`src/design/icache_pkg.sv`:
```
`default_nettype none

package icache_pkg;

  // cache geometry
  localparam int ways_gp = 4;
  localparam int way_id_width_gp = 2;
  localparam int lru_width_gp = ways_gp - 1;

  // word and block sizes
  localparam int dword_width_gp = 64;
  localparam int instr_width_gp = 32;
  localparam int block_words_gp = 4;
  localparam int block_width_gp = 256;

  // address fields
  localparam int byte_offset_width_gp = 3;
  localparam int word_offset_width_gp = 2;
  localparam int block_offset_width_gp = byte_offset_width_gp + word_offset_width_gp;
  localparam int page_offset_width_gp = 12;
  localparam int vaddr_width_gp = 32;
  localparam int paddr_width_gp = 32;
  localparam int ptag_width_gp = paddr_width_gp - page_offset_width_gp;

  // tag packet opcodes from the coherence side
  typedef enum logic [1:0] {
    tag_op_clear_set,
    tag_op_invalidate,
    tag_op_set_tag
  } tag_op_e;

endpackage

`default_nettype wire

```
`src/design/icache_lru.sv`:
```
`default_nettype none

module icache_lru #(
  parameter int sets_p = 64,
  localparam int index_width_lp = $clog2(sets_p)
) (
  input  wire                                     clk_i,
  input  wire                                     reset_i,
  input  wire                                     rd_v_i,
  input  wire  [index_width_lp-1:0]               rd_index_i,
  input  wire                                     tv_v_i,
  input  wire  [index_width_lp-1:0]               tv_index_i,
  input  wire                                     hit_i,
  input  wire  [icache_pkg::way_id_width_gp-1:0]  hit_way_i,
  input  wire  [icache_pkg::ways_gp-1:0]          way_valid_i,
  output logic [icache_pkg::way_id_width_gp-1:0]  repl_way_o
);

  logic [icache_pkg::lru_width_gp-1:0]    lru_r [sets_p];
  logic [index_width_lp-1:0]              tl_index_r;
  logic [icache_pkg::lru_width_gp-1:0]    tl_lru;
  logic [icache_pkg::lru_width_gp-1:0]    tv_lru_r;
  logic [icache_pkg::lru_width_gp-1:0]    hit_lru;
  logic [icache_pkg::way_id_width_gp-1:0] tree_way;
  logic                                   lru_we;

  assign lru_we = tv_v_i & hit_i;

  // point the tree away from the way just hit
  always_comb begin
    hit_lru = lru_r[tv_index_i];
    hit_lru[0] = ~hit_way_i[1];
    if (hit_way_i[1]) begin
      hit_lru[2] = ~hit_way_i[0];
    end else begin
      hit_lru[1] = ~hit_way_i[0];
    end
  end

  // forward a same-set update that lands on this edge
  assign tl_lru = (lru_we && tv_index_i == tl_index_r) ? hit_lru : lru_r[tl_index_r];

  always_ff @(posedge clk_i) begin
    if (reset_i) begin
      for (int s = 0; s < sets_p; s++) begin
        lru_r[s] <= '0;
      end
    end else if (lru_we) begin
      lru_r[tv_index_i] <= hit_lru;
    end
  end

  always_ff @(posedge clk_i) begin
    if (rd_v_i) begin
      tl_index_r <= rd_index_i;
    end
    tv_lru_r <= tl_lru;
  end

  assign tree_way = tv_lru_r[0] ? {1'b1, tv_lru_r[2]} : {1'b0, tv_lru_r[1]};

  // lowest invalid way beats the tree
  always_comb begin
    repl_way_o = tree_way;
    for (int w = icache_pkg::ways_gp - 1; w >= 0; w--) begin
      if (!way_valid_i[w]) begin
        repl_way_o = w[icache_pkg::way_id_width_gp-1:0];
      end
    end
  end

endmodule

`default_nettype wire

```
`config.mk`:
```
export PLATFORM = sky130hd
export DESIGN_NAME = icache_lru
export DESIGN_NICKNAME = d
export VERILOG_FILES = /design/src/design/icache_pkg.sv /design/src/design/icache_lru.sv
export SDC_FILE = /design/constraint.sdc
export NUM_CORES = 1
export LEC_CHECK = 0
export BUFFER_PORTS_ARGS = -buffer_cell sky130_fd_sc_hd__buf_2
export CORE_UTILIZATION = 50
export CTS_BUF_LIST = sky130_fd_sc_hd__clkbuf_8
export DETAILED_ROUTE_END_ITERATION = 10
export PLACE_DENSITY = 0.66
export SYNTH_ARGS = -nofsm -noshare
export SYNTH_HDL_FRONTEND = slang
export SYNTH_SLANG_ARGS = --single-unit
```
`constraint.sdc`:
```
create_clock -name clk_i -period 4 [get_ports clk_i]
set_input_delay 0.8 -clock clk_i [delete_from_list [all_inputs] [get_ports clk_i]]
set_output_delay 0.8 -clock clk_i [all_outputs]
set_load 0.02 [all_outputs]
```
==> run metrics, run 1 <==
status complete, no violations; GRT Resource Usage Total 27.6%; CP max-delay cell buf_2; Worst VDD drop 0.182 mV; core area 0.0212 mm^2; Final Cycle Share 78.2%; vias post-DR 7,501; Mean Syn Cell Area 13.0 um^2; Cell Area, Synth 0.0109 mm^2; syn_nets 861; Hold WS 0.466 ns; Place WS 0.346 ns; Final setup viols 0; final setup TNS 0 ns; row cnt 53; Final Cell Area 0.0120 mm^2; register area share after synthesis 56.4%; Setup Fix Bufs, Post-CTS 0; CP bufs+invs 2; Max Clk Rate 0.320 GHz; Slew headroom 32.4%; initial DRC count 841; post-cts sizing count 0; final wirelength 29.4 mm; CTS clock-pin slew for the worst setup and hold paths 0.05 ns; Worst Max-Slew Pin Slew 1.01 ns; Max Root-Sink Buffers 3; later-pin clock latency in the skew report 0.53 ns; RSZ-0062 raised after global routing no; global route overflow 0; Synth Flop Type edfxtp_1; Final Net Count 892; Post-Syn Instances 838; Area Growth Syn to Fin 10.9%; Num CTS Buffers 36; Req. time, crit path 4.25 ns; Hold WC Path Type primary input to register; placed wire-length estimate 19.9 mm; largest net degree at the start of global routing 41; ANT cells 0; Worst Skew 0.0240 ns; wl on met1 11.6 mm; Hold Buf Count CTS 0; # H-tree levels 2; Die W 149 um; Die H 149 um; post-route minimum period 3.13 ns; Worst Slack Setup Final 0.872 ns; Final Power 5.09 mW; crit path cell chain buf_2 -> mux4_2 -> mux2_2 -> a22oi_2 -> nand2_1 -> nor4_4 -> buf_4 -> nor3_1; CP arrival 3.37 ns; Via density 6.42; die area 0.0223 mm^2; worst-path fanout max 32; met3 wire len 3.01 mm; Post-synth EDFFs 198; num ports 25; post-synth cell types 52; pwr dens 423 mW/mm^2; Cell Area, Placed 0.0113 mm^2; CP peak stage delay 0.61 ns; fraction of layout instances using a drive strength above 1 23.7%; first-pass GRT wire length 45.2 mm; crit path kind primary input to register; post-DR wirelength/cell 25.1 um; type of origin of the critical path primary input; TritonCTS clock tree yes; Final Hold Viols 0; Root Buffer clkbuf_8; Placer Congestion 0.922; Syn. warnings 0; number of synthesized register bits 207; drt pass-1 iters 5; family with the most delay on the worst path buffers and inverters; clk sinks 207; crit end category register; vias in the first global route 7,428; top layer in use met4; post-synthesis async set-or-reset flop share 0%; initial antenna violation count 0; post-route DRC violation count 0; Slew Limit Fails 0; Static Leak 4.37 nW; count of buffers from port buffering 24; Max Cap Viol 0; DR WL met2 13.7 mm; post-route ant nets 0; initial cell density of the core 51.3%
## sequential cells by signal, indices dropped and copies added (netlist names), named ones only
name        cells
lru_r         192
tl_index_r      6
tv_lru_r        3
## per-stage QoR
| stage | instances | utilization (%) |
|---|---|---|
| 2_1_floorplan | 838 | - |
| 3_3_place_gp | 1106 | 53.6 |
| 3_5_place_dp | 1106 | 53.6 |
| 4_1_cts | 1169 | 57.0 |
| 5_1_grt | 1169 | 57.0 |
| 6_report | 1169 | 57.0 |
## path summary, 6_finish.rpt
path	cells past startpoint	to	startpoint	slack (ns)
min	1	tl_index_r[2]	rd_index_i[2]	0.47
max	8	lru_r[38][2]	tv_index_i[2]	0.87
max reg2reg	7	lru_r[38][2]	lru_r[51][2]	1.28
min reg2reg	1	tv_lru_r[0]	register	0.52
## routing by layer
metal | global-route usage, % | up-vias
met2 | 42.9 | 463
met5 | 0 | -
met4 | 11.1 | 0
met1 | 38.0 | 3743
met3 | 5.75 | 80
li1 | - | 3215
## cells in the final DEF, fill, tap and decap left out, types with 3 or more instances in the layout
master	n
and2_0	3
buf_4	36
clkbuf_8	38
a221oi_1	5
buf_12	4
a21boi_0	3
bufinv_16	3
nor3b_1	4
nor2_1	137
nand2b_1	66
nor3_1	71
mux4_2	72
o21ai_0	6
a31oi_1	3
a22oi_1	6
mux4_1	4
a22o_1	3
nand2_1	81
clkinv_1	3
dfxtp_1	7
nand3_1	5
edfxtp_1	198
buf_2	24
o22ai_1	3
xor2_1	3
mux2_2	19
mux2i_1	17
nor2b_1	6
xnor2_1	3
a211oi_1	4
inv_1	18
and2_1	3
## synthesized netlist by cell type, types with 2 or more instances
master,number,area share (%)
nand4_1,2,0.12
nand3_1,5,0.23
o22ai_1,3,0.17
nand2_1,81,2.8
a22o_1,3,0.24
o2bb2ai_1,3,0.24
a31oi_1,3,0.17
buf_1,3,0.10
xor2_1,3,0.24
a22oi_1,6,0.41
o311ai_0,2,0.16
mux4_1,4,0.97
clkbuf_1,36,1.2
mux2_2,19,2.0
nor3_1,71,3.3
inv_1,3,0.10
buf_6,8,0.83
mux2i_1,17,1.6
o21ai_0,6,0.28
nor3b_1,4,0.28
a21boi_0,3,0.21
a21oi_1,2,0.092
and2_1,4,0.23
and2_0,3,0.17
xnor2_1,3,0.24
nand2b_1,66,3.8
nor2_1,137,4.7
a211oi_1,4,0.28
dfxtp_1,9,1.7
nor3_2,2,0.18
buf_2,23,1.1
and3_1,2,0.12
or2_2,2,0.12
mux4_2,72,15
a221oi_1,5,0.40
nor2b_1,6,0.35
edfxtp_1,198,55
## final cells by class
| class | instances | area [um^2] |
|---|---|---|
| fill | 1681 | 9110 |
| sequential | 207 | 6130 |
| multi-input combinational | 556 | 4380 |
| clock buffer | 38 | 523 |
| timing repair buffer | 64 | 470 |
| tap | 275 | 344 |
| clock inverter | 25 | 183 |
| inverter | 4 | 15.0 |
## cell families after synthesis
group,share of synthesized area [%]
mux,19.4
flops,56.4
xor+xnor,0.484
compound gates,3.18
buf+inv,3.44
simple gates,17.1
## where the power goes
group / switching, mW / leakage (nW) / internal (mW)
Sequential: 0.0880 / 2.07 / 2.47
Combinational: 0.340 / 1.89 / 0.273
Clock: 0.853 / 0.408 / 1.07
Total: 1.28 / 4.37 / 3.81
Note: power is estimated with default switching activity, not from simulation.
==> run 2, diff against run 1 <==
==> constraint.sdc (replaced) <==
create_clock -name clk_i -period 2.9 [get_ports clk_i]
set_input_delay 0.58 -clock clk_i [delete_from_list [all_inputs] [get_ports clk_i]]
set_output_delay 0.58 -clock clk_i [all_outputs]
set_load 0.02 [all_outputs]
==> run 2 against run 1 <==
Compared with the run above:
- combinational power increased by 52%
- worst setup slack lost 0.75 ns
- count of clock-buffer cells in the layout decreased by 3
- sequential cell count is the same
- clock skew down 0.0098 ns
- wire length increased by 2.3%
- final cell count up 3.3%
- largest power group unchanged
==> run metrics, run 2 (synthesis gave the netlist of run 1 again) <==
Num CTS Buffers 35 (-2.8%); worst-path fanout max 40 (+25%); Setup Fix Bufs, Post-CTS 0 (unchanged); Slew headroom 52.8% (+20 points); placed wire-length estimate 21.5 mm (+8.1%); CP max-delay cell mux4_1; Worst Max-Slew Pin Slew 0.699 ns (-0.313 ns); Slew Limit Fails 0 (unchanged); core area 0.0212 mm^2 (unchanged); commonest non-fill, non-tap cells in the layout edfxtp_1 (198), nor2_1 (137), nand2_1 (81); clk sinks 207 (unchanged); post-route minimum period 2.78 ns; Final setup viols 0 (unchanged); RSZ-0062 raised after global routing no; Final Power 6.84 mW (+34%); Layout Cells excl Fill 1,207 (+3.3%); global route overflow 0 (unchanged); Filler cells 1,690 (+0.54%); Hold Buf Count CTS 0 (unchanged); pwr dens 554 mW/mm^2 (+31%); CTS clock-pin slew for the worst setup and hold paths 0.05 ns (about the same); post-DR wirelength/cell 24.9 um (-0.93%); top layer in use met4; r2r startpoint lru_r[51][2]; family with the most delay on the worst path multiplexers; Area Growth Syn to Fin 13.7%; ANT cells 0 (unchanged); Hold WC Path Type primary input to register; row cnt 53 (unchanged); Setup crit start tv_index_i[1]; drt pass-1 iters 5 (unchanged); Final Cycle Share 95.8%; crit end category register; most common cell after layout, fill and taps aside edfxtp_1; type of origin of the critical path primary input; Max Cap Viol 0 (unchanged); count of buffers from port buffering 24 (unchanged); Static Leak 4.52 nW (+3.5%); max FFs per register 192 (unchanged); Regs by FF count lru_r x192, tl_index_r x6, tv_lru_r x3; largest net degree at the start of global routing 41 (unchanged); TritonCTS clock tree yes; final wirelength 30.1 mm (+2.3%); Worst Skew 0.0143 ns (-0.00975 ns); status complete, no violations; initial antenna violation count 0 (unchanged); initial cell density of the core 51.3% (unchanged); post-route DRC violation count 0 (unchanged); Core Util, Final 58.4% (+1.4 points); GRT Resource Usage Total 27.9% (+0.23 points); final setup TNS 0 ns (unchanged); CP bufs+invs 2 (unchanged); vias in the first global route 7,695 (+3.6%); Die H 149 um (unchanged); first-pass GRT wire length 45.2 mm (about the same); vias post-DR 7,566 (+0.87%); later-pin clock latency in the skew report 0.54 ns (about the same); CP peak stage delay 0.62 ns (about the same); post-cts sizing count 0 (unchanged); Placer Congestion 0.952 (+3.3%); initial DRC count 825 (-1.9%); Final Hold Viols 0 (unchanged); Die W 149 um (unchanged); Req. time, crit path 3.17 ns (-1.08 ns); die area 0.0223 mm^2 (unchanged); fraction of layout instances using a drive strength above 1 26.6% (+2.9 points); wl on met1 11.5 mm (-1.1%); Via density 6.27 (-2.3%); hold_sp rd_index_i[5]; post-route ant nets 0 (unchanged); Worst Slack Setup Final 0.121 ns (-0.752 ns); Worst R2R Setup Slack 0.18 ns (-1.10 ns); Root Buffer clkbuf_8; Max Clk Rate 0.360 GHz; DR WL met2 14.6 mm (+6.3%); met3 wire len 2.90 mm (-3.7%); Final Net Count 931 (+4.4%); Top reg by flops lru_r; Worst VDD drop 0.220 mV (+21%); num ports 25 (unchanged); Max Root-Sink Buffers 3 (unchanged); crit path cell chain buf_2 -> mux4_1 -> mux2_2 -> a22oi_1 -> nand2_1 -> nor4_4 -> buf_12 -> nor3_1; crit path kind primary input to register; # H-tree levels 2 (unchanged); Cells after DPL 1,146 (+3.6%); Place WS -0.391 ns (-0.737 ns); CP arrival 3.05 ns (-0.32 ns)
-- run 2: worst paths after layout --
kind	cells past startpoint	to
max	8	lru_r[53][2]
min	1	tl_index_r[5]
max reg2reg	7	lru_r[53][2]
min reg2reg	1	tv_lru_r[0]
-- run 2: worst register-to-register path: cells and delay by family, from the launching register on --
kind,cells,cell delay (ns)
buf+inv,1,0.27
simple gates,3,0.66
compound gates,1,0.32
flops,1,0.41
mux,2,0.80
-- run 2: through the flow --
stage,area (um^2),hold WS [ns]
after floorplan,10900,0.452
after global placement,11700,0.518
after detailed placement,11700,0.498
after CTS,12300,0.215
after global routing,12300,0.227
final,12300,0.232
-- run 2: power breakdown --
part | internal (mW) | switching (mW)
clock | 1.22 | 1.18
combinational | 0.432 | 0.500
sequential | 3.41 | 0.105
-- run 2: layout make-up --
type	count	area, um^2	area share (%)
well taps	275	344	2.79
inverters	4	15.0	0.122
repair buffers	104	858	6.95
clock inverters	26	138	1.11
clock buffers	35	482	3.90
multi-input cells	556	4380	35.5
flip-flops and latches	207	6130	49.6
-- run 2: routing by layer --
metal / global-route usage (%) / vias to the layer above
li1: - / 3292
met1: 36.2 / 3792
met2: 45.2 / 402
met3: 6.30 / 80
met4: 11.4 / 0
met5: 0 / -
