File: config.mk
export PLATFORM = sky130hd
export DESIGN_NAME = icache_miss_ctrl
export DESIGN_NICKNAME = d
export VERILOG_FILES = /design/src/design/icache_pkg.sv /design/src/design/icache_miss_ctrl.sv
export SDC_FILE = /design/constraint.sdc
export NUM_CORES = 1
export LEC_CHECK = 0
export BUFFER_PORTS_ARGS = -buffer_cell sky130_fd_sc_hd__buf_4
export CORE_ASPECT_RATIO = 0.9
export CORE_MARGIN = 1
export CORE_UTILIZATION = 22
export DETAILED_ROUTE_END_ITERATION = 8
export GPL_TIMING_DRIVEN = 0
export HOLD_SLACK_MARGIN = 0.08
export PLACE_DENSITY = 0.84
export REMOVE_ABC_BUFFERS = 1
export SYNTH_ARGS = -nofsm -noshare
export SYNTH_HDL_FRONTEND = slang
export SYNTH_SLANG_ARGS = --single-unit
File: constraint.sdc
create_clock -name clk_i -period 0.9 [get_ports clk_i]
set_input_delay 0.045 -clock clk_i [delete_from_list [all_inputs] [get_ports clk_i]]
set_output_delay 0.045 -clock clk_i [all_outputs]
set_load 0.005 [all_outputs]
File: src/design/icache_pkg.sv
`default_nettype none

package icache_pkg;

  // cache geometry
  localparam int ways_gp = 4;
  localparam int way_id_width_gp = 2;
  localparam int lru_width_gp = ways_gp - 1;

  // word and block sizes
  localparam int dword_width_gp = 64;
  localparam int instr_width_gp = 32;
  localparam int block_words_gp = 4;
  localparam int block_width_gp = 256;

  // address fields
  localparam int byte_offset_width_gp = 3;
  localparam int word_offset_width_gp = 2;
  localparam int block_offset_width_gp = byte_offset_width_gp + word_offset_width_gp;
  localparam int page_offset_width_gp = 12;
  localparam int vaddr_width_gp = 32;
  localparam int paddr_width_gp = 32;
  localparam int ptag_width_gp = paddr_width_gp - page_offset_width_gp;

  // tag packet opcodes from the coherence side
  typedef enum logic [1:0] {
    tag_op_clear_set,
    tag_op_invalidate,
    tag_op_set_tag
  } tag_op_e;

endpackage

`default_nettype wire

File: src/design/icache_miss_ctrl.sv
`default_nettype none

module icache_miss_ctrl (
  input  wire                                     clk_i,
  input  wire                                     reset_i,
  input  wire                                     miss_i,
  input  wire  [icache_pkg::paddr_width_gp-1:0]   tv_addr_i,
  input  wire  [icache_pkg::way_id_width_gp-1:0]  repl_way_i,
  input  wire                                     cache_req_ready_i,
  input  wire                                     cache_req_complete_i,
  output logic                                    cache_req_v_o,
  output logic [icache_pkg::paddr_width_gp-1:0]   cache_req_addr_o,
  output logic                                    cache_req_metadata_v_o,
  output logic [icache_pkg::way_id_width_gp-1:0]  cache_req_repl_way_o,
  output logic                                    miss_pending_o,
  output logic                                    fetch_ready_o
);

  logic tracker_r;

  // one request per outstanding miss
  assign cache_req_v_o = miss_i & cache_req_ready_i & ~tracker_r;
  assign cache_req_addr_o = {tv_addr_i[icache_pkg::paddr_width_gp-1:
                                       icache_pkg::block_offset_width_gp],
                             {icache_pkg::block_offset_width_gp{1'b0}}};

  // metadata beat trails the request by one cycle
  always_ff @(posedge clk_i) begin
    if (reset_i) begin
      cache_req_metadata_v_o <= 1'b0;
    end else begin
      cache_req_metadata_v_o <= cache_req_v_o;
    end
  end

  always_ff @(posedge clk_i) begin
    if (cache_req_v_o) begin
      cache_req_repl_way_o <= repl_way_i;
    end
  end

  // held from request until the fill completes
  always_ff @(posedge clk_i) begin
    if (reset_i) begin
      tracker_r <= 1'b0;
    end else if (cache_req_v_o) begin
      tracker_r <= 1'b1;
    end else if (cache_req_complete_i) begin
      tracker_r <= 1'b0;
    end
  end

  assign miss_pending_o = cache_req_v_o | tracker_r;
  assign fetch_ready_o = cache_req_ready_i & ~miss_pending_o;

endmodule

`default_nettype wire

==> flow_metrics.env, run 1 <==
export IMPL_fp_row_count=13
export IMPL_report_final_hold_viol_count=0
export IMPL_die_width_um=46.2
export IMPL_ios=77
export IMPL_synth_top_cell_area_share_pct=62.1
export IMPL_htree_num_levels=1
export IMPL_grt_pass1_wl_um=1590
export IMPL_clock_tree_root_cell="sky130_fd_sc_hd__clkbuf_4"
export IMPL_timing_hold_worst_start="cache_req_complete_i"
export IMPL_synth_top_cells_by_count="sky130_fd_sc_hd__buf_4, sky130_fd_sc_hd__dfxtp_1, sky130_fd_sc_hd__edfxtp_1"
export IMPL_fmaxAchievable_mhz=1100
export IMPL_clk_pin_slew_ns=0.04
export IMPL_routed_antenna_nets=0
export IMPL_netlist_area_um2=387
export IMPL_worstPathRequired_ns=0.85
export IMPL_final_period_minus_worst_setup_slack_ns=0.913
export IMPL_max_fo_critical_path=5
export IMPL_final_period_util_pct=101
export IMPL_fin_ws_ns=-0.0131
export IMPL_cts_path_max_buffers=2
export IMPL_route_detailed_vias_per_inst=3.95
export IMPL_net_switching_power_uw=116
export IMPL_die_ar_um2=1930
export IMPL_finish_cell_count_without_fillers=57
export IMPL_worst_setup_path_type="reg -> out"
export IMPL_netlist_top_cells_area="sky130_fd_sc_hd__buf_4, sky130_fd_sc_hd__edfxtp_1, sky130_fd_sc_hd__dfxtp_1"
export IMPL_r2r_setup_slack_ns=0.01
export IMPL_failed_checks="setup timing"
export IMPL_cts_tree="yes"
export IMPL_fraction_of_registers_with_async_set_or_reset_after_synthesis_pct=0
export IMPL_grt_antenna_before_repair=0
export IMPL_final_clock_skew_ns=0.000156
export IMPL_grt_pass1_vias=199
export IMPL_cp_data_arrival_time_ns=0.87
export IMPL_initialDrtViolationCount=1
export IMPL_dpl_hpwl_um=1160
export IMPL_report_final_setup_viol=1
export IMPL_synth_yosys_warnings=0
export IMPL_layout_drive_gt1_share_pct=57.1
export IMPL_worstSetupEndpointType="output pin"
export IMPL_post_synth_top_count_cell="sky130_fd_sc_hd__buf_4"
export IMPL_die_y_um=41.8
export IMPL_drcViolationCount=0
export IMPL_seq_area_frac_synth_pct=25.9
export IMPL_synth_area_per_cell_um2=8.79
export IMPL_vias_after_detailed_routing=225
export IMPL_sequentialPowerShare_pct=39.4
export IMPL_max_cap_violations=0
export IMPL_post_synth_top_area_cell="sky130_fd_sc_hd__buf_4"
export IMPL_critical_path_slowest_cell="sky130_fd_sc_hd__dfxtp_4"
export IMPL_buffer_ports_inserted=12
export IMPL_final_core_utilization_pct=24.0
export IMPL_leakagePower_uw=0.000165
export IMPL_ys_ff_latch=4
export IMPL_drt_wirelength_per_cell_um=23.5
export IMPL_sw_frac_of_total_pct=22.0
export IMPL_grt_setup_unrepaired="true"
export IMPL_tritoncts_sinks=4
export IMPL_core_area_um2=1550
export IMPL_crit_start="tracker_r$_SDFFE_PP0P_"
export IMPL_maximum_number_of_pins_on_one_net_before_global_route_repair=6
export IMPL_crit_reg2reg_launch="tracker_r$_SDFFE_PP0P_"
export IMPL_timing_critical_path_cells="nor3b_2, buf_4"
export IMPL_finalNetCount=76
export IMPL_post_place_cells=50
export IMPL_max_vdd_ir_drop_uv=307
export IMPL_run_status="complete, but fails checks"
export IMPL_cellPowerDensity_nw_per_um2=1420
export IMPL_grt_util_all_layers_pct=14.3
export IMPL_post_synth_num_cell_types=11
export IMPL_first_pass_iters=4
export IMPL_clock_latency_ns=0.24
export IMPL_synth_enable_flop_cells=2
export IMPL_worst_path_largest_cell_delay_ns=0.36
export IMPL_routed_wl_um=1340
export IMPL_finalMaxSlewViolations=0
export IMPL_cts_inserted_buffers=3
export IMPL_insertedDiodeCount=0
export IMPL_syn_inst=44
export IMPL_grt_ovfl_total=0
export IMPL_starting_density_of_the_core_pct=25.0
export IMPL_synth_top_flop_cell="sky130_fd_sc_hd__edfxtp_1"
export IMPL_gp_routability_congestion=0.617
export IMPL_syn_to_final_growth_pct=-4.21
export IMPL_combPwrFrac_pct=17.6
export IMPL_setup_worst_path_start_class="register"
export IMPL_pwr_share_clk_pct=43.1
export IMPL_p_int_uw=411
export IMPL_hold_path_class="in -> reg"
## through the flow
stage	TNS, ns	area, um2	hold WS [ns]	total power, uW	setup WS, ns
finish	-0.0131	370	0.0778	527	-0.0131
CTS	-0.0308	357	-0.0204	539	-0.0277
detailed placement	-0.00895	279	0.0901	274	-0.00895
floorplan	0	161	0.0900	228	0.0510
global route	-0.117	370	0.0760	574	-0.0492
global placement	0	279	0.0901	272	0.0163
## final timing paths
check,cells after the start,end
setup / recovery,2,fetch_ready_o
hold / removal,3,tracker_r$_SDFFE_PP0P_
setup reg to reg,2,tracker_r$_SDFFE_PP0P_
hold reg to reg,2,cache_req_metadata_v_o$_SDFF_PP0_
## critical path: cells and delay by family, from the launching register on
family                 cells  cell delay (ns)
DFF                        1             0.36
and+or+nand+nor            1             0.15
buffers and inverters      1             0.13
## registers in the layout, indices dropped and copies added (netlist names)
signal                  count
cache_req_metadata_v_o      1
cache_req_repl_way_o        2
tracker_r                   1
## per-layer routing
layer  part of all wire, %  track usage (%)  up-vias
li1                      -                -       85
met1                    34             15.1       92
met2                    29             10.7       46
met3                    37             27.0        2
met4                  0.60             5.29        0
met5                     0                0        -
## kinds of logic (layout without fill, tap and decap cells)
logic type	Yosys count	in the layout	share of synthesized area, %
AOI/OAI and AO/OA	1	1	1.94
buffers and inverters	32	19	62.1
and+or+nand+nor	6	6	9.06
other	1	5	0.970
DFF	4	4	25.9
## power groups by stage
stage          combinational [uW]  sequential (uW)  clock [uW]
2_1_floorplan                18.6              209           0
3_3_place_gp                 62.7              210           0
3_5_place_dp                 64.6              210           0
4_1_cts                      88.1              208         243
5_1_grt                       100              208         265
6_report                     92.6              208         227
## cells in the final DEF (no fill, tap or decap)
master and n:
sky130_fd_sc_hd__buf_6 2, sky130_fd_sc_hd__nor3_1 1, sky130_fd_sc_hd__dfxtp_4 1, sky130_fd_sc_hd__conb_1 5
sky130_fd_sc_hd__nand2_1 1, sky130_fd_sc_hd__clkbuf_4 3, sky130_fd_sc_hd__dlygate4sd3_1 3, sky130_fd_sc_hd__edfxtp_1 2
sky130_fd_sc_hd__nand2b_4 1, sky130_fd_sc_hd__nor3b_2 1, sky130_fd_sc_hd__dfxtp_1 1, sky130_fd_sc_hd__nor2_4 1
sky130_fd_sc_hd__buf_4 11, sky130_fd_sc_hd__o31ai_1 1, sky130_fd_sc_hd__or3b_1 1
## area by class of cell
class                   count  area, um2
flip-flops and latches      4        104
clock buffers               3       22.5
repair buffers             16        135
well taps                  22       27.5
multi-input cells          12       81.3
fillers                   169       1170
## repair_timing
action,in CTS,in global routing
hold buffers,2,1
endpoints found under the hold margin,4,2
setup endpoints to repair,6,4
resized for setup,7,1
setup buffers,1,0
pin swaps,2,0
No activity file was read; power rests on OpenSTA's default activity.
==> inputs of run 2 (changes only) <==
==> constraint.sdc (replaced) <==
create_clock -name clk_i -period 0.9 [get_ports clk_i]
set_input_delay 0.09 -clock clk_i [delete_from_list [all_inputs] [get_ports clk_i]]
set_output_delay 0.09 -clock clk_i [all_outputs]
set_load 0.1 [all_outputs]
==> run 2 against run 1 <==
Hold slack improved by 0.045 ns. Utilization up 2.2 points. Maximum frequency decreased by 17%. Global-route usage increased by 0.26 points. The run still ends with setup timing left. Sequential power hardly changed. Routed wire length rose by 2.2%.
==> flow_metrics.env, run 2 (synthesis results as in run 1) <==
export IMPL_fin_ws_ns=-0.206
export IMPL_gp_routability_congestion=0.617
export IMPL_r2r_worst_path_cells=3
export IMPL_grt_antenna_before_repair=0
export IMPL_detailedPlace_worstSlack_ns=-0.108
export IMPL_max_vdd_ir_drop_uv=452
export IMPL_cts_tree="yes"
export IMPL_layout_drive_gt1_share_pct=54.3
export IMPL_maximum_number_of_pins_on_one_net_before_global_route_repair=5
export IMPL_placed_inst_area_um2=279
export IMPL_final_period_minus_worst_setup_slack_ns=1.11
export IMPL_largest_register_ff_count=2
export IMPL_htree_num_levels=1
export IMPL_report_final_hold_viol_count=0
export IMPL_worstSetupEndpointType="output pin"
export IMPL_grt_setup_unrepaired="true"
export IMPL_reg2reg_to="tracker_r$_SDFFE_PP0P_"
export IMPL_fmaxAchievable_mhz=904
export IMPL_routed_antenna_nets=0
export IMPL_ios=77
export IMPL_drt_wirelength_per_cell_um=24.0
export IMPL_grt_pass1_wl_um=1630
export IMPL_grt_pass1_vias=215
export IMPL_report_final_setup_viol=6
export IMPL_hold_path_class="in -> reg"
export IMPL_initialDrtViolationCount=2
export IMPL_min_delay_path_depth=3
export IMPL_cp_data_arrival_time_ns=1.02
export IMPL_top_register="cache_req_repl_way_o"
export IMPL_r2r_setup_slack_ns=-0.09
export IMPL_leakagePower_uw=0.000174
export IMPL_starting_density_of_the_core_pct=25.0
export IMPL_dpl_hpwl_um=1160
export IMPL_fp_row_count=13
export IMPL_clk_pin_slew_ns=0.04
export IMPL_final_area_um2=404
export IMPL_die_ar_um2=1930
export IMPL_cts_path_max_buffers=2
export IMPL_largestRegisters="cache_req_repl_way_o x2, cache_req_metadata_v_o x1, tracker_r x1"
export IMPL_crit_reg2reg_launch="tracker_r$_SDFFE_PP0P_"
export IMPL_grt_util_all_layers_pct=14.5
export IMPL_setup_total_negative_slack_ns=-0.563
export IMPL_finalNetCount=76
export IMPL_min_to="tracker_r$_SDFFE_PP0P_"
export IMPL_first_pass_iters=4
export IMPL_clock_latency_ns=0.24
export IMPL_total_power_uw=745
export IMPL_layout_cells_most_common="sky130_fd_sc_hd__buf_4"
export IMPL_die_y_um=41.8
export IMPL_die_width_um=46.2
export IMPL_setup_worst_path_start_class="register"
export IMPL_finalMaxSlewViolations=0
export IMPL_route_detailed_vias_per_inst=4.00
export IMPL_grt_ovfl_total=0
export IMPL_max_fo_critical_path=4
export IMPL_worstPathRequired_ns=0.81
export IMPL_most_common_layout_cells="sky130_fd_sc_hd__buf_4, sky130_fd_sc_hd__conb_1"
export IMPL_final_core_utilization_pct=26.2
export IMPL_timing_hold_worst_start="cache_req_complete_i"
export IMPL_routed_wl_um=1370
export IMPL_buffer_ports_inserted=12
export IMPL_syn_to_final_growth_pct=4.53
export IMPL_worst_setup_path_type="reg -> out"
export IMPL_tritoncts_sinks=4
export IMPL_insertedDiodeCount=0
export IMPL_cellPowerDensity_nw_per_um2=1840
export IMPL_vias_after_detailed_routing=228
export IMPL_run_status="complete, but fails checks"
export IMPL_final_period_util_pct=123
export IMPL_cts_inserted_buffers=3
export IMPL_final_clock_skew_ns=0.000155
export IMPL_core_area_um2=1550
export IMPL_max_cap_violations=0
export IMPL_failed_checks="setup timing"
export IMPL_clock_tree_root_cell="sky130_fd_sc_hd__clkbuf_4"
export IMPL_drcViolationCount=0
## run 2: cell counts in the layout (fill, tap and decap cells not counted)
No cell type changed its count.
## run 2: final cells by class
type | count | area [um2]
multi-input cells | 12 | 73.8
flip-flops and latches | 4 | 104
clock buffers | 3 | 22.5
well taps | 22 | 27.5
fillers | 169 | 1140
repair buffers | 16 | 176
## run 2: worst max-delay path by stage
stage                                start             to  slack [ns]  cells past startpoint
detailed placement  tracker_r$_SDFFE_PP0P_  cache_req_v_o       -0.11                      2
floorplan           tracker_r$_SDFFE_PP0P_  fetch_ready_o       -1.74                      1
global placement    tracker_r$_SDFFE_PP0P_  cache_req_v_o       -0.08                      2
global route        tracker_r$_SDFFE_PP0P_  fetch_ready_o       -0.24                      2
CTS                 tracker_r$_SDFFE_PP0P_  fetch_ready_o       -0.22                      2
finish              tracker_r$_SDFFE_PP0P_  fetch_ready_o       -0.21                      2
## run 2: timing repair
| action | 4_1_cts | 5_1_grt |
|---|---|---|
| endpoints found under the setup margin | 9 | 7 |
| buffers inserted | 1 | 0 |
| endpoints found under the hold margin | 4 | 0 |
| resized for setup | 15 | 2 |
| hold buffers | 3 | 0 |
| pin swaps | 2 | 0 |
## run 2: critical path, stage by stage (launching register included)
cell,delay (ns)
sky130_fd_sc_hd__dfxtp_4,0.35
sky130_fd_sc_hd__nor3b_2,0.18
sky130_fd_sc_hd__buf_6,0.25
## run 2: power breakdown
group | switching [uW] | leakage, uW | internal, uW | total [uW]
clock network | 77.8 | 0.0000138 | 149 | 227
registers | 8.18 | 0.0000358 | 201 | 209
logic | 228 | 0.000125 | 80.6 | 308
## run 2: metrics by stage
| step | cells | hold slack [ns] |
|---|---|---|
| final | 57 | 0.123 |
| after global routing | 57 | 0.121 |
| after CTS | 57 | 0.0999 |
| after detailed placement | 50 | 0.181 |
| after global placement | 50 | 0.181 |
| after floorplan | 16 | 0.167 |
## run 2: layer usage
layer  GRT usage [%]  vias up  part of all wire (%)
met3            27.0        2                    36
li1                -       84                     -
met4            5.29        0                  0.59
met5               0        -                     0
met2            12.1       46                    31
met1            14.6       96                    33
