<file path="src/design/icache_pkg.sv">
`default_nettype none

package icache_pkg;

  // cache geometry
  localparam int ways_gp = 4;
  localparam int way_id_width_gp = 2;
  localparam int lru_width_gp = ways_gp - 1;

  // word and block sizes
  localparam int dword_width_gp = 64;
  localparam int instr_width_gp = 32;
  localparam int block_words_gp = 4;
  localparam int block_width_gp = 256;

  // address fields
  localparam int byte_offset_width_gp = 3;
  localparam int word_offset_width_gp = 2;
  localparam int block_offset_width_gp = byte_offset_width_gp + word_offset_width_gp;
  localparam int page_offset_width_gp = 12;
  localparam int vaddr_width_gp = 32;
  localparam int paddr_width_gp = 32;
  localparam int ptag_width_gp = paddr_width_gp - page_offset_width_gp;

  // tag packet opcodes from the coherence side
  typedef enum logic [1:0] {
    tag_op_clear_set,
    tag_op_invalidate,
    tag_op_set_tag
  } tag_op_e;

endpackage

`default_nettype wire

</file>
<file path="src/design/icache_lookup.sv">
`default_nettype none

module icache_lookup #(
  parameter int sets_p = 64,
  localparam int index_width_lp = $clog2(sets_p),
  localparam int tag_width_lp = icache_pkg::paddr_width_gp - index_width_lp
                                - icache_pkg::block_offset_width_gp
) (
  input  wire                                          clk_i,
  input  wire                                          reset_i,
  input  wire                                          vaddr_v_i,
  input  wire  [icache_pkg::vaddr_width_gp-1:0]        vaddr_i,
  input  wire  [icache_pkg::ptag_width_gp-1:0]         ptag_i,
  input  wire                                          ptag_v_i,
  input  wire                                          poison_i,
  input  wire                                          fetch_ready_i,
  input  wire  [icache_pkg::ways_gp-1:0][tag_width_lp-1:0] tags_i,
  input  wire  [icache_pkg::ways_gp-1:0]               valid_i,
  input  wire  [icache_pkg::ways_gp-1:0][icache_pkg::dword_width_gp-1:0] words_i,
  input  wire                                          miss_pending_i,
  output logic                                         vaddr_ready_o,
  output logic                                         rd_v_o,
  output logic [index_width_lp-1:0]                    rd_index_o,
  output logic [icache_pkg::word_offset_width_gp-1:0]  rd_word_o,
  output logic                                         tv_v_o,
  output logic [index_width_lp-1:0]                    tv_index_o,
  output logic [icache_pkg::paddr_width_gp-1:0]        tv_addr_o,
  output logic [icache_pkg::ways_gp-1:0]               tv_valid_o,
  output logic                                         hit_o,
  output logic [icache_pkg::way_id_width_gp-1:0]       hit_way_o,
  output logic                                         miss_o,
  output logic [icache_pkg::instr_width_gp-1:0]        data_o,
  output logic                                         data_v_o
);

  localparam int pgoff_lp = icache_pkg::page_offset_width_gp;
  localparam int boff_lp = icache_pkg::block_offset_width_gp;

  logic                                        tl_v_r;
  logic [icache_pkg::vaddr_width_gp-1:0]       tl_vaddr_r;
  logic                                        tv_we;
  logic [icache_pkg::ways_gp-1:0][tag_width_lp-1:0] tv_tags_r;
  logic [icache_pkg::ways_gp-1:0][icache_pkg::dword_width_gp-1:0] tv_words_r;
  logic [tag_width_lp-1:0]                     tv_tag;
  logic [icache_pkg::ways_gp-1:0]              hit_vec;
  logic [icache_pkg::dword_width_gp-1:0]       hit_word;
  logic                                        tv_miss;

  // accept and launch the array reads
  assign vaddr_ready_o = fetch_ready_i;
  assign rd_v_o = vaddr_v_i & fetch_ready_i;
  assign rd_index_o = vaddr_i[boff_lp +: index_width_lp];
  assign rd_word_o = vaddr_i[icache_pkg::byte_offset_width_gp +:
                             icache_pkg::word_offset_width_gp];

  // TL stage
  always_ff @(posedge clk_i) begin
    if (reset_i) begin
      tl_v_r <= 1'b0;
    end else begin
      tl_v_r <= rd_v_o;
    end
  end

  always_ff @(posedge clk_i) begin
    if (rd_v_o) begin
      tl_vaddr_r <= vaddr_i;
    end
  end

  // ptag arrives with the TL cycle
  assign tv_we = tl_v_r & ptag_v_i & ~poison_i;

  // TV stage
  always_ff @(posedge clk_i) begin
    if (reset_i) begin
      tv_v_o <= 1'b0;
    end else begin
      tv_v_o <= tv_we;
    end
  end

  always_ff @(posedge clk_i) begin
    if (tv_we) begin
      tv_addr_o  <= {ptag_i, tl_vaddr_r[pgoff_lp-1:0]};
      tv_tags_r  <= tags_i;
      tv_valid_o <= valid_i;
      tv_words_r <= words_i;
    end
  end

  assign tv_index_o = tv_addr_o[boff_lp +: index_width_lp];
  assign tv_tag = tv_addr_o[icache_pkg::paddr_width_gp-1 -: tag_width_lp];

  // tag compare
  always_comb begin
    for (int w = 0; w < icache_pkg::ways_gp; w++) begin
      hit_vec[w] = tv_valid_o[w] & (tv_tags_r[w] == tv_tag);
    end
  end

  // lowest matching way wins
  always_comb begin
    hit_way_o = '0;
    for (int w = icache_pkg::ways_gp - 1; w >= 0; w--) begin
      if (hit_vec[w]) begin
        hit_way_o = w[icache_pkg::way_id_width_gp-1:0];
      end
    end
  end

  assign hit_o = tv_v_o & (|hit_vec);
  assign tv_miss = tv_v_o & ~(|hit_vec);
  assign miss_o = tv_miss | miss_pending_i;

  // bit 2 picks the instruction half
  assign hit_word = tv_words_r[hit_way_o];
  assign data_o = tv_addr_o[icache_pkg::byte_offset_width_gp-1]
                ? hit_word[icache_pkg::instr_width_gp +: icache_pkg::instr_width_gp]
                : hit_word[icache_pkg::instr_width_gp-1:0];
  assign data_v_o = hit_o;

endmodule

`default_nettype wire

</file>
<file path="config.mk">
export PLATFORM = sky130hd
export DESIGN_NAME = icache_lookup
export DESIGN_NICKNAME = d
export VERILOG_FILES = /design/src/design/icache_pkg.sv /design/src/design/icache_lookup.sv
export SDC_FILE = /design/constraint.sdc
export NUM_CORES = 1
export LEC_CHECK = 0
export ABC_AREA = 1
export BUFFER_PORTS_ARGS = -buffer_cell sky130_fd_sc_hd__buf_2
export CELL_PAD_IN_SITES_DETAIL_PLACEMENT = 0
export CELL_PAD_IN_SITES_GLOBAL_PLACEMENT = 2
export CORE_MARGIN = 2
export CORE_UTILIZATION = 36
export DETAILED_ROUTE_END_ITERATION = 10
export GPL_ROUTABILITY_DRIVEN = 0
export PLACE_DENSITY_LB_ADDON = 0.08
export SKIP_LAST_GASP = 1
export SYNTH_ARGS = -nofsm -noshare
export SYNTH_HDL_FRONTEND = slang
export SYNTH_SLANG_ARGS = --single-unit
</file>
<file path="constraint.sdc">
create_clock -name clk_i -period 62.3 [get_ports clk_i]
set_input_delay 6.23 -clock clk_i [delete_from_list [all_inputs] [get_ports clk_i]]
set_output_delay 6.23 -clock clk_i [all_outputs]
set_load 0.02 [all_outputs]
</file>
==> metrics.txt, run 1 <==
Crit path buffers/inverters=3; Sink Count=390; # resized after CTS=0; unrepaired setup endpoints after global routing=no; reg2reg start=tl_v_r; outcome=finished, final reports clean; YS warnings=0; drt drc=0; #FFs+latches synth=390; GRT Util Overall=0.2122; routed vias=12770; Lkg Pwr=0.009554 uW; Initial Util=0.3639; total routed wirelength=54890 um; post-CTS setup buffers=0; top post-synthesis cells by area=edfxtp_1, nand2_1, nand3b_1, nand3_1, inv_1; VDD IR max=0.01733 mV; post-synth top area share=0.6567; Syn Inst Count=1608; Yosys cell types=31; Clock Skew=0.01244 ns; share of cells above drive strength 1=0.3045; synthesized net count=2011; Hold/Removal Path Class=flop to flop; final worst path period share=0.2131; die area=51070 sq um; crit path launch=fetch_ready_i; # fillers=4731; hold_sp=tl_vaddr_r[10]; die width=226.0 um; # setup viols final=0; Max Clk Rate=0.07533 GHz; IO Port Bufs=472; CP delay by family, top=buffers and inverters; Routed wire per std cell=19.90 um; WP data arrival=7.04 ns; type of origin of the critical path=input pin; crit path capture type=output port; Hold WS=0.4179 ns; Reg clk slew, reported paths=0.06 ns; endpoints failing hold=0; hpwl dp=38860 um; vias in the first global route=12660; Largest stage delay, worst path=0.39 ns; CTS Buf Count=46; drt initial violations=714; hold buffers post-CTS=0; largest net degree at the start of global routing=177; grt total ovfl=0; PwrDens=25.93 nW/um^2; final worst path period need=13.27 ns; row count=81; syn avg cell area=11.03 sq um; initial antenna violation count=20; insertion delay to the later sink of the worst-skew pair=0.57 ns; core footprint=48750 sq um; setup slack, reg-to-reg=59.73 ns; area of the multi-input gates=4596 sq um; synth-to-layout area growth=22.67%; Worst EP required=56.07 ns; relative slew slack=0.2380; most used cell, CP=buf_2; Max Cap Violations=0; worst-margin pin slew=1.143 ns; sequential cell area=11690 sq um; final setup TNS=0 ns; total power=564.2 uW; critical path type=input pin to output port; CP Max Fanout=13; die height=226.0 um; critical path, cell by cell=buf_2 > nand2_1 > inv_1 > buf_2; first-pass GRT wire length=78580 um; root buf cell=clkbuf_16; Cell Count, Final, Fillers Out=2758; fin util=0.4464; H-tree Lvls=2; CTS tree=yes; antenna viol nets, final=0; CTS Buffer Depth=3; slowest CP cell=inv_1; IO Pins=493; number of placed cells counting well taps=2678; top cell type by total area after synthesis=edfxtp_1; sequential area share after synthesis=0.6590; DR vias/cell=4.630; Synth Cell Area=17740 sq um; fin nets=2465; Slew Viols, Final=0; drt pass-1 iters=5
worst paths after layout:
kind | depth (start not counted) | to
setup / recovery | 4 | rd_v_o
hold / removal | 0 | tv_addr_o[10]
setup reg to reg | 4 | tv_words_r[251]
hold reg to reg | 0 | tv_addr_o[10]
state kept, by name, indices dropped and copies added (netlist names):
name and count:
tv_words_r 256, tv_tags_r 84, tv_addr_o 32, tl_vaddr_r 12, tv_valid_o 4, tl_v_r 1
tv_v_o 1
cell families after synthesis:
logic type                after synthesis  share of synthesized area
and+or+nand+nor                       894                     0.2461
DFF                                   390                     0.6590
buffers and inverters                 296                    0.08357
AOI/OAI and AO/OA                      14                   0.004373
xor gates and xnor gates               14                   0.006912
placed cells by master (no fill, tap or decap), drive strengths merged, types with 12 or more instances in the layout:
cell | Yosys | routed
buf | 76 | 483
inv | 219 | 221
nand4 | 29 | 29
xnor2 | 12 | 12
or2 | 19 | 19
nand2 | 483 | 483
edfxtp | 388 | 388
nand3 | 158 | 158
clkinv | 0 | 14
nand3b | 122 | 122
nor2 | 64 | 64
clkbuf | 1 | 57
metal layers:
layer	vias up	GRT usage	routed length [um]
li1	6272	-	-
met1	5972	0.2739	23250
met2	391	0.3444	26090
met3	107	0.06323	4033
met4	28	0.06323	1338
met5	-	0	172
metrics by stage:
stage	setup slack, ns	instance area (sq um)
3_3_place_gp	49.01	20400
3_5_place_dp	49.00	20400
6_report	49.03	21760
5_1_grt	48.93	21760
2_1_floorplan	28.72	17740
4_1_cts	49.00	21750
power breakdown:
group	total (uW)	internal, uW	switching (uW)
registers	294	293	1.13
logic	20.3	10.6	9.74
clock network	250	145	105
total	564	448	116
layout make-up:
class                   instances  area share
clock inverters                18    0.006382
inverters                     219     0.03777
well taps                     664     0.03818
clock buffers                  57     0.05577
flip-flops and latches        390      0.5372
diodes                          5   0.0005749
multi-input cells             922      0.2112
repair buffers                483      0.1129
Yosys cell counts:
cell type,n
nor3_1,11
inv_2,13
inv_1,206
nand3_1,155
o22ai_1,1
nor2_1,62
nor2_2,1
or2_2,13
buf_2,29
nor4_1,7
nand3_2,3
edfxtp_1,388
xnor2_1,12
buf_6,19
buf_4,21
or2_1,6
nand2_2,61
o2111ai_1,1
nand2b_1,1
clkbuf_1,1
a21boi_0,1
nand2_4,2
xor2_1,2
nand2_1,420
o21ai_0,10
a21oi_1,1
nand4_1,29
dfxtp_1,2
nor2_8,1
buf_12,7
nand3b_1,122
worst reg2reg max path, cell delays in order (launching register included):
cell     delay, ns
dfxtp_1       0.31
inv_1         0.06
nor3_2        0.13
buf_4         0.61
buf_4         0.96
No activity file was read; power rests on OpenSTA's default activity.
==> run 2: changes to the inputs <==
--- a/config.mk
+++ b/config.mk
@@ -10,7 +10,7 @@
 export CELL_PAD_IN_SITES_DETAIL_PLACEMENT = 0
 export CELL_PAD_IN_SITES_GLOBAL_PLACEMENT = 2
 export CORE_MARGIN = 2
-export CORE_UTILIZATION = 36
+export CORE_UTILIZATION = 30
 export DETAILED_ROUTE_END_ITERATION = 10
 export GPL_ROUTABILITY_DRIVEN = 0
 export PLACE_DENSITY_LB_ADDON = 0.08
==> constraint.sdc (replaced) <==
create_clock -name clk_i -period 10.7 [get_ports clk_i]
set_input_delay 1.07 -clock clk_i [delete_from_list [all_inputs] [get_ports clk_i]]
set_output_delay 1.07 -clock clk_i [all_outputs]
set_load 0.02 [all_outputs]
==> run 2 against run 1 <==
  * Hold slack barely moved
  * First-iteration DRC count rose by 0.14%
  * Final area is 1.3% higher
  * Critical path type is now flop to output port
  * Sequential power rose to 5.8 times the previous value
  * Sequential share of layout area fell by 0.68 points
  * Register-to-register slack lost 52 ns
  * Critical path depth is 10 higher
  * Flip-flop and latch count stayed put
  * Largest power group unchanged
  * Global-route usage down 2.6 points
==> metrics.txt, run 2 (synthesized netlist as in run 1, its figures left out) <==
outcome=finished, final reports clean; Worst EP required=9.63 ns (-46.44 ns); R2R depth=5 (+1); routed vias=12780 (+0.047%); final worst path period need=6.651 ns; post-CTS setup buffers=0 (unchanged); hpwl dp=41700 um (+7.3%); Largest register FFs=256 (unchanged); Lkg Pwr=0.009614 uW (+0.64%); drt pass-1 iters=5 (unchanged); hold buffers post-CTS=0 (unchanged); Sink Count=390 (unchanged); top flop regs=tv_words_r x256, tv_tags_r x84, tv_addr_o x32; WP data arrival=5.58 ns (-1.46 ns); Reg with most FFs=tv_words_r; final worst path period share=0.6216; H-tree Lvls=2 (unchanged); die width=247.2 um (+9.4%); Max Clk Rate=0.1503 GHz; worst-margin pin slew=1.178 ns (+0.03474 ns); Reg clk slew, reported paths=0.06 ns (about the same); root buf cell=clkbuf_16; die area=61100 sq um (+20%); GRT Util Overall=0.1866 (-0.02555); Clock Skew=0.01065 ns (-0.001786 ns); insertion delay to the later sink of the worst-skew pair=0.57 ns (about the same); grt total ovfl=0 (unchanged); row count=89 (+9.9%); VDD IR max=0.09962 mV (+470%); initial antenna violation count=19 (-5.0%); CTS tree=yes; Setup WS pre-CTS=4.570 ns (-44.43 ns); Slew Viols, Final=0 (unchanged); commonest non-fill, non-tap cell in the layout=buf_2; type of origin of the critical path=flop; relative slew slack=0.2148 (-0.02316); commonest non-fill, non-tap cells in the layout=buf_2, nand2_1, edfxtp_1; final worst slack=4.049 ns (-44.98 ns); Max Cap Violations=0 (unchanged); core footprint=58800 sq um (+21%); drt initial violations=715 (+0.14%); CTS Buffer Depth=3 (unchanged); fin nets=2465 (unchanged); endpoints failing hold=0 (unchanged); Post-Layout Inst Area=22040 sq um (+1.3%); IO Pins=493 (unchanged); largest net degree at the start of global routing=200 (+13%); CP Max Fanout=68 (+55); share of cells above drive strength 1=0.3056 (+0.001117); Initial Util=0.3017 (-0.06220); critical path type=flop to output port; final setup TNS=0 ns (unchanged); Placement Cell Area=20530 sq um (+0.66%); # resized after CTS=0 (unchanged); PwrDens=153.6 nW/um^2 (+490%); WHS Path Cells=0 (unchanged); Routed wire per std cell=20.31 um (+2.0%); unrepaired setup endpoints after global routing=no; antenna viol nets, final=0 (unchanged); Hold/Removal Path Class=flop to flop; crit path capture type=output port; die height=247.2 um (+9.4%); DR vias/cell=4.433 (-4.3%); drt drc=0 (unchanged); CTS Buf Count=47 (+2.2%); # setup viols final=0 (unchanged); first-pass GRT wire length=82400 um (+4.9%); synth-to-layout area growth=24.25%; IO Port Bufs=472 (unchanged); vias in the first global route=12750 (+0.70%); total routed wirelength=58530 um (+6.6%)
## run 2: final timing paths
| kind | slack, ns | endpoint | start |
|---|---|---|---|
| min reg2reg | 0.42 | tv_addr_o[0] | tl_vaddr_r[0] |
| max | 4.05 | data_o[7] | tv_addr_o[27] |
| min | 0.42 | tv_addr_o[0] | tl_vaddr_r[0] |
| max reg2reg | 7.34 | tv_words_r[199] | tl_v_r |
## run 2: cell type report
class | instances | area, sq um
multi-input combinational | 922 | 4602
tap | 773 | 967.2
clock inverter | 25 | 232.7
antenna | 8 | 20.02
clock buffer | 63 | 1257
sequential | 390 | 11690
inverter | 219 | 822.0
timing repair buffer | 482 | 2450
fill | 5997 | 36750
## run 2: report_power, final
group | leakage [uW] | internal, uW | switching [uW]
logic | 0.00536 | 61.6 | 58.3
registers | 0.00353 | 1700 | 6.64
clock network | 0.000729 | 921 | 634
total | 0.00961 | 2690 | 699
## run 2: critical path, stage by stage (launching register included)
cell	delay, ns
edfxtp_1	0.63
inv_1	0.17
nand2_1	0.14
nand2_1	0.07
nor2_1	0.16
nand4_1	0.10
nor2_1	0.29
nand3_4	0.76
buf_4	0.71
nand3_4	0.92
nand3_1	0.15
nand2_1	0.20
nand2_1	0.16
nand2_1	0.14
buf_2	0.17
## run 2: layer usage
layer  GRT usage  vias up  wire length [um]
li1            -     6289                 -
met1      0.2419     6014             25150
met2      0.3091      367             28160
met3     0.04689       86              3953
met4     0.05195       20              1153
met5           0        -               109
## run 2: stage by stage
step	hold slack, ns	std cells	power (uW)	utilization
floorplan	0.4003	1608	1781	-
global placement	0.4015	2786	1861	0.3492
detailed placement	0.4054	2786	1864	0.3492
CTS	0.4196	2874	3444	0.3746
global route	0.4222	2881	3509	0.3749
finish	0.4180	2882	3385	0.3749
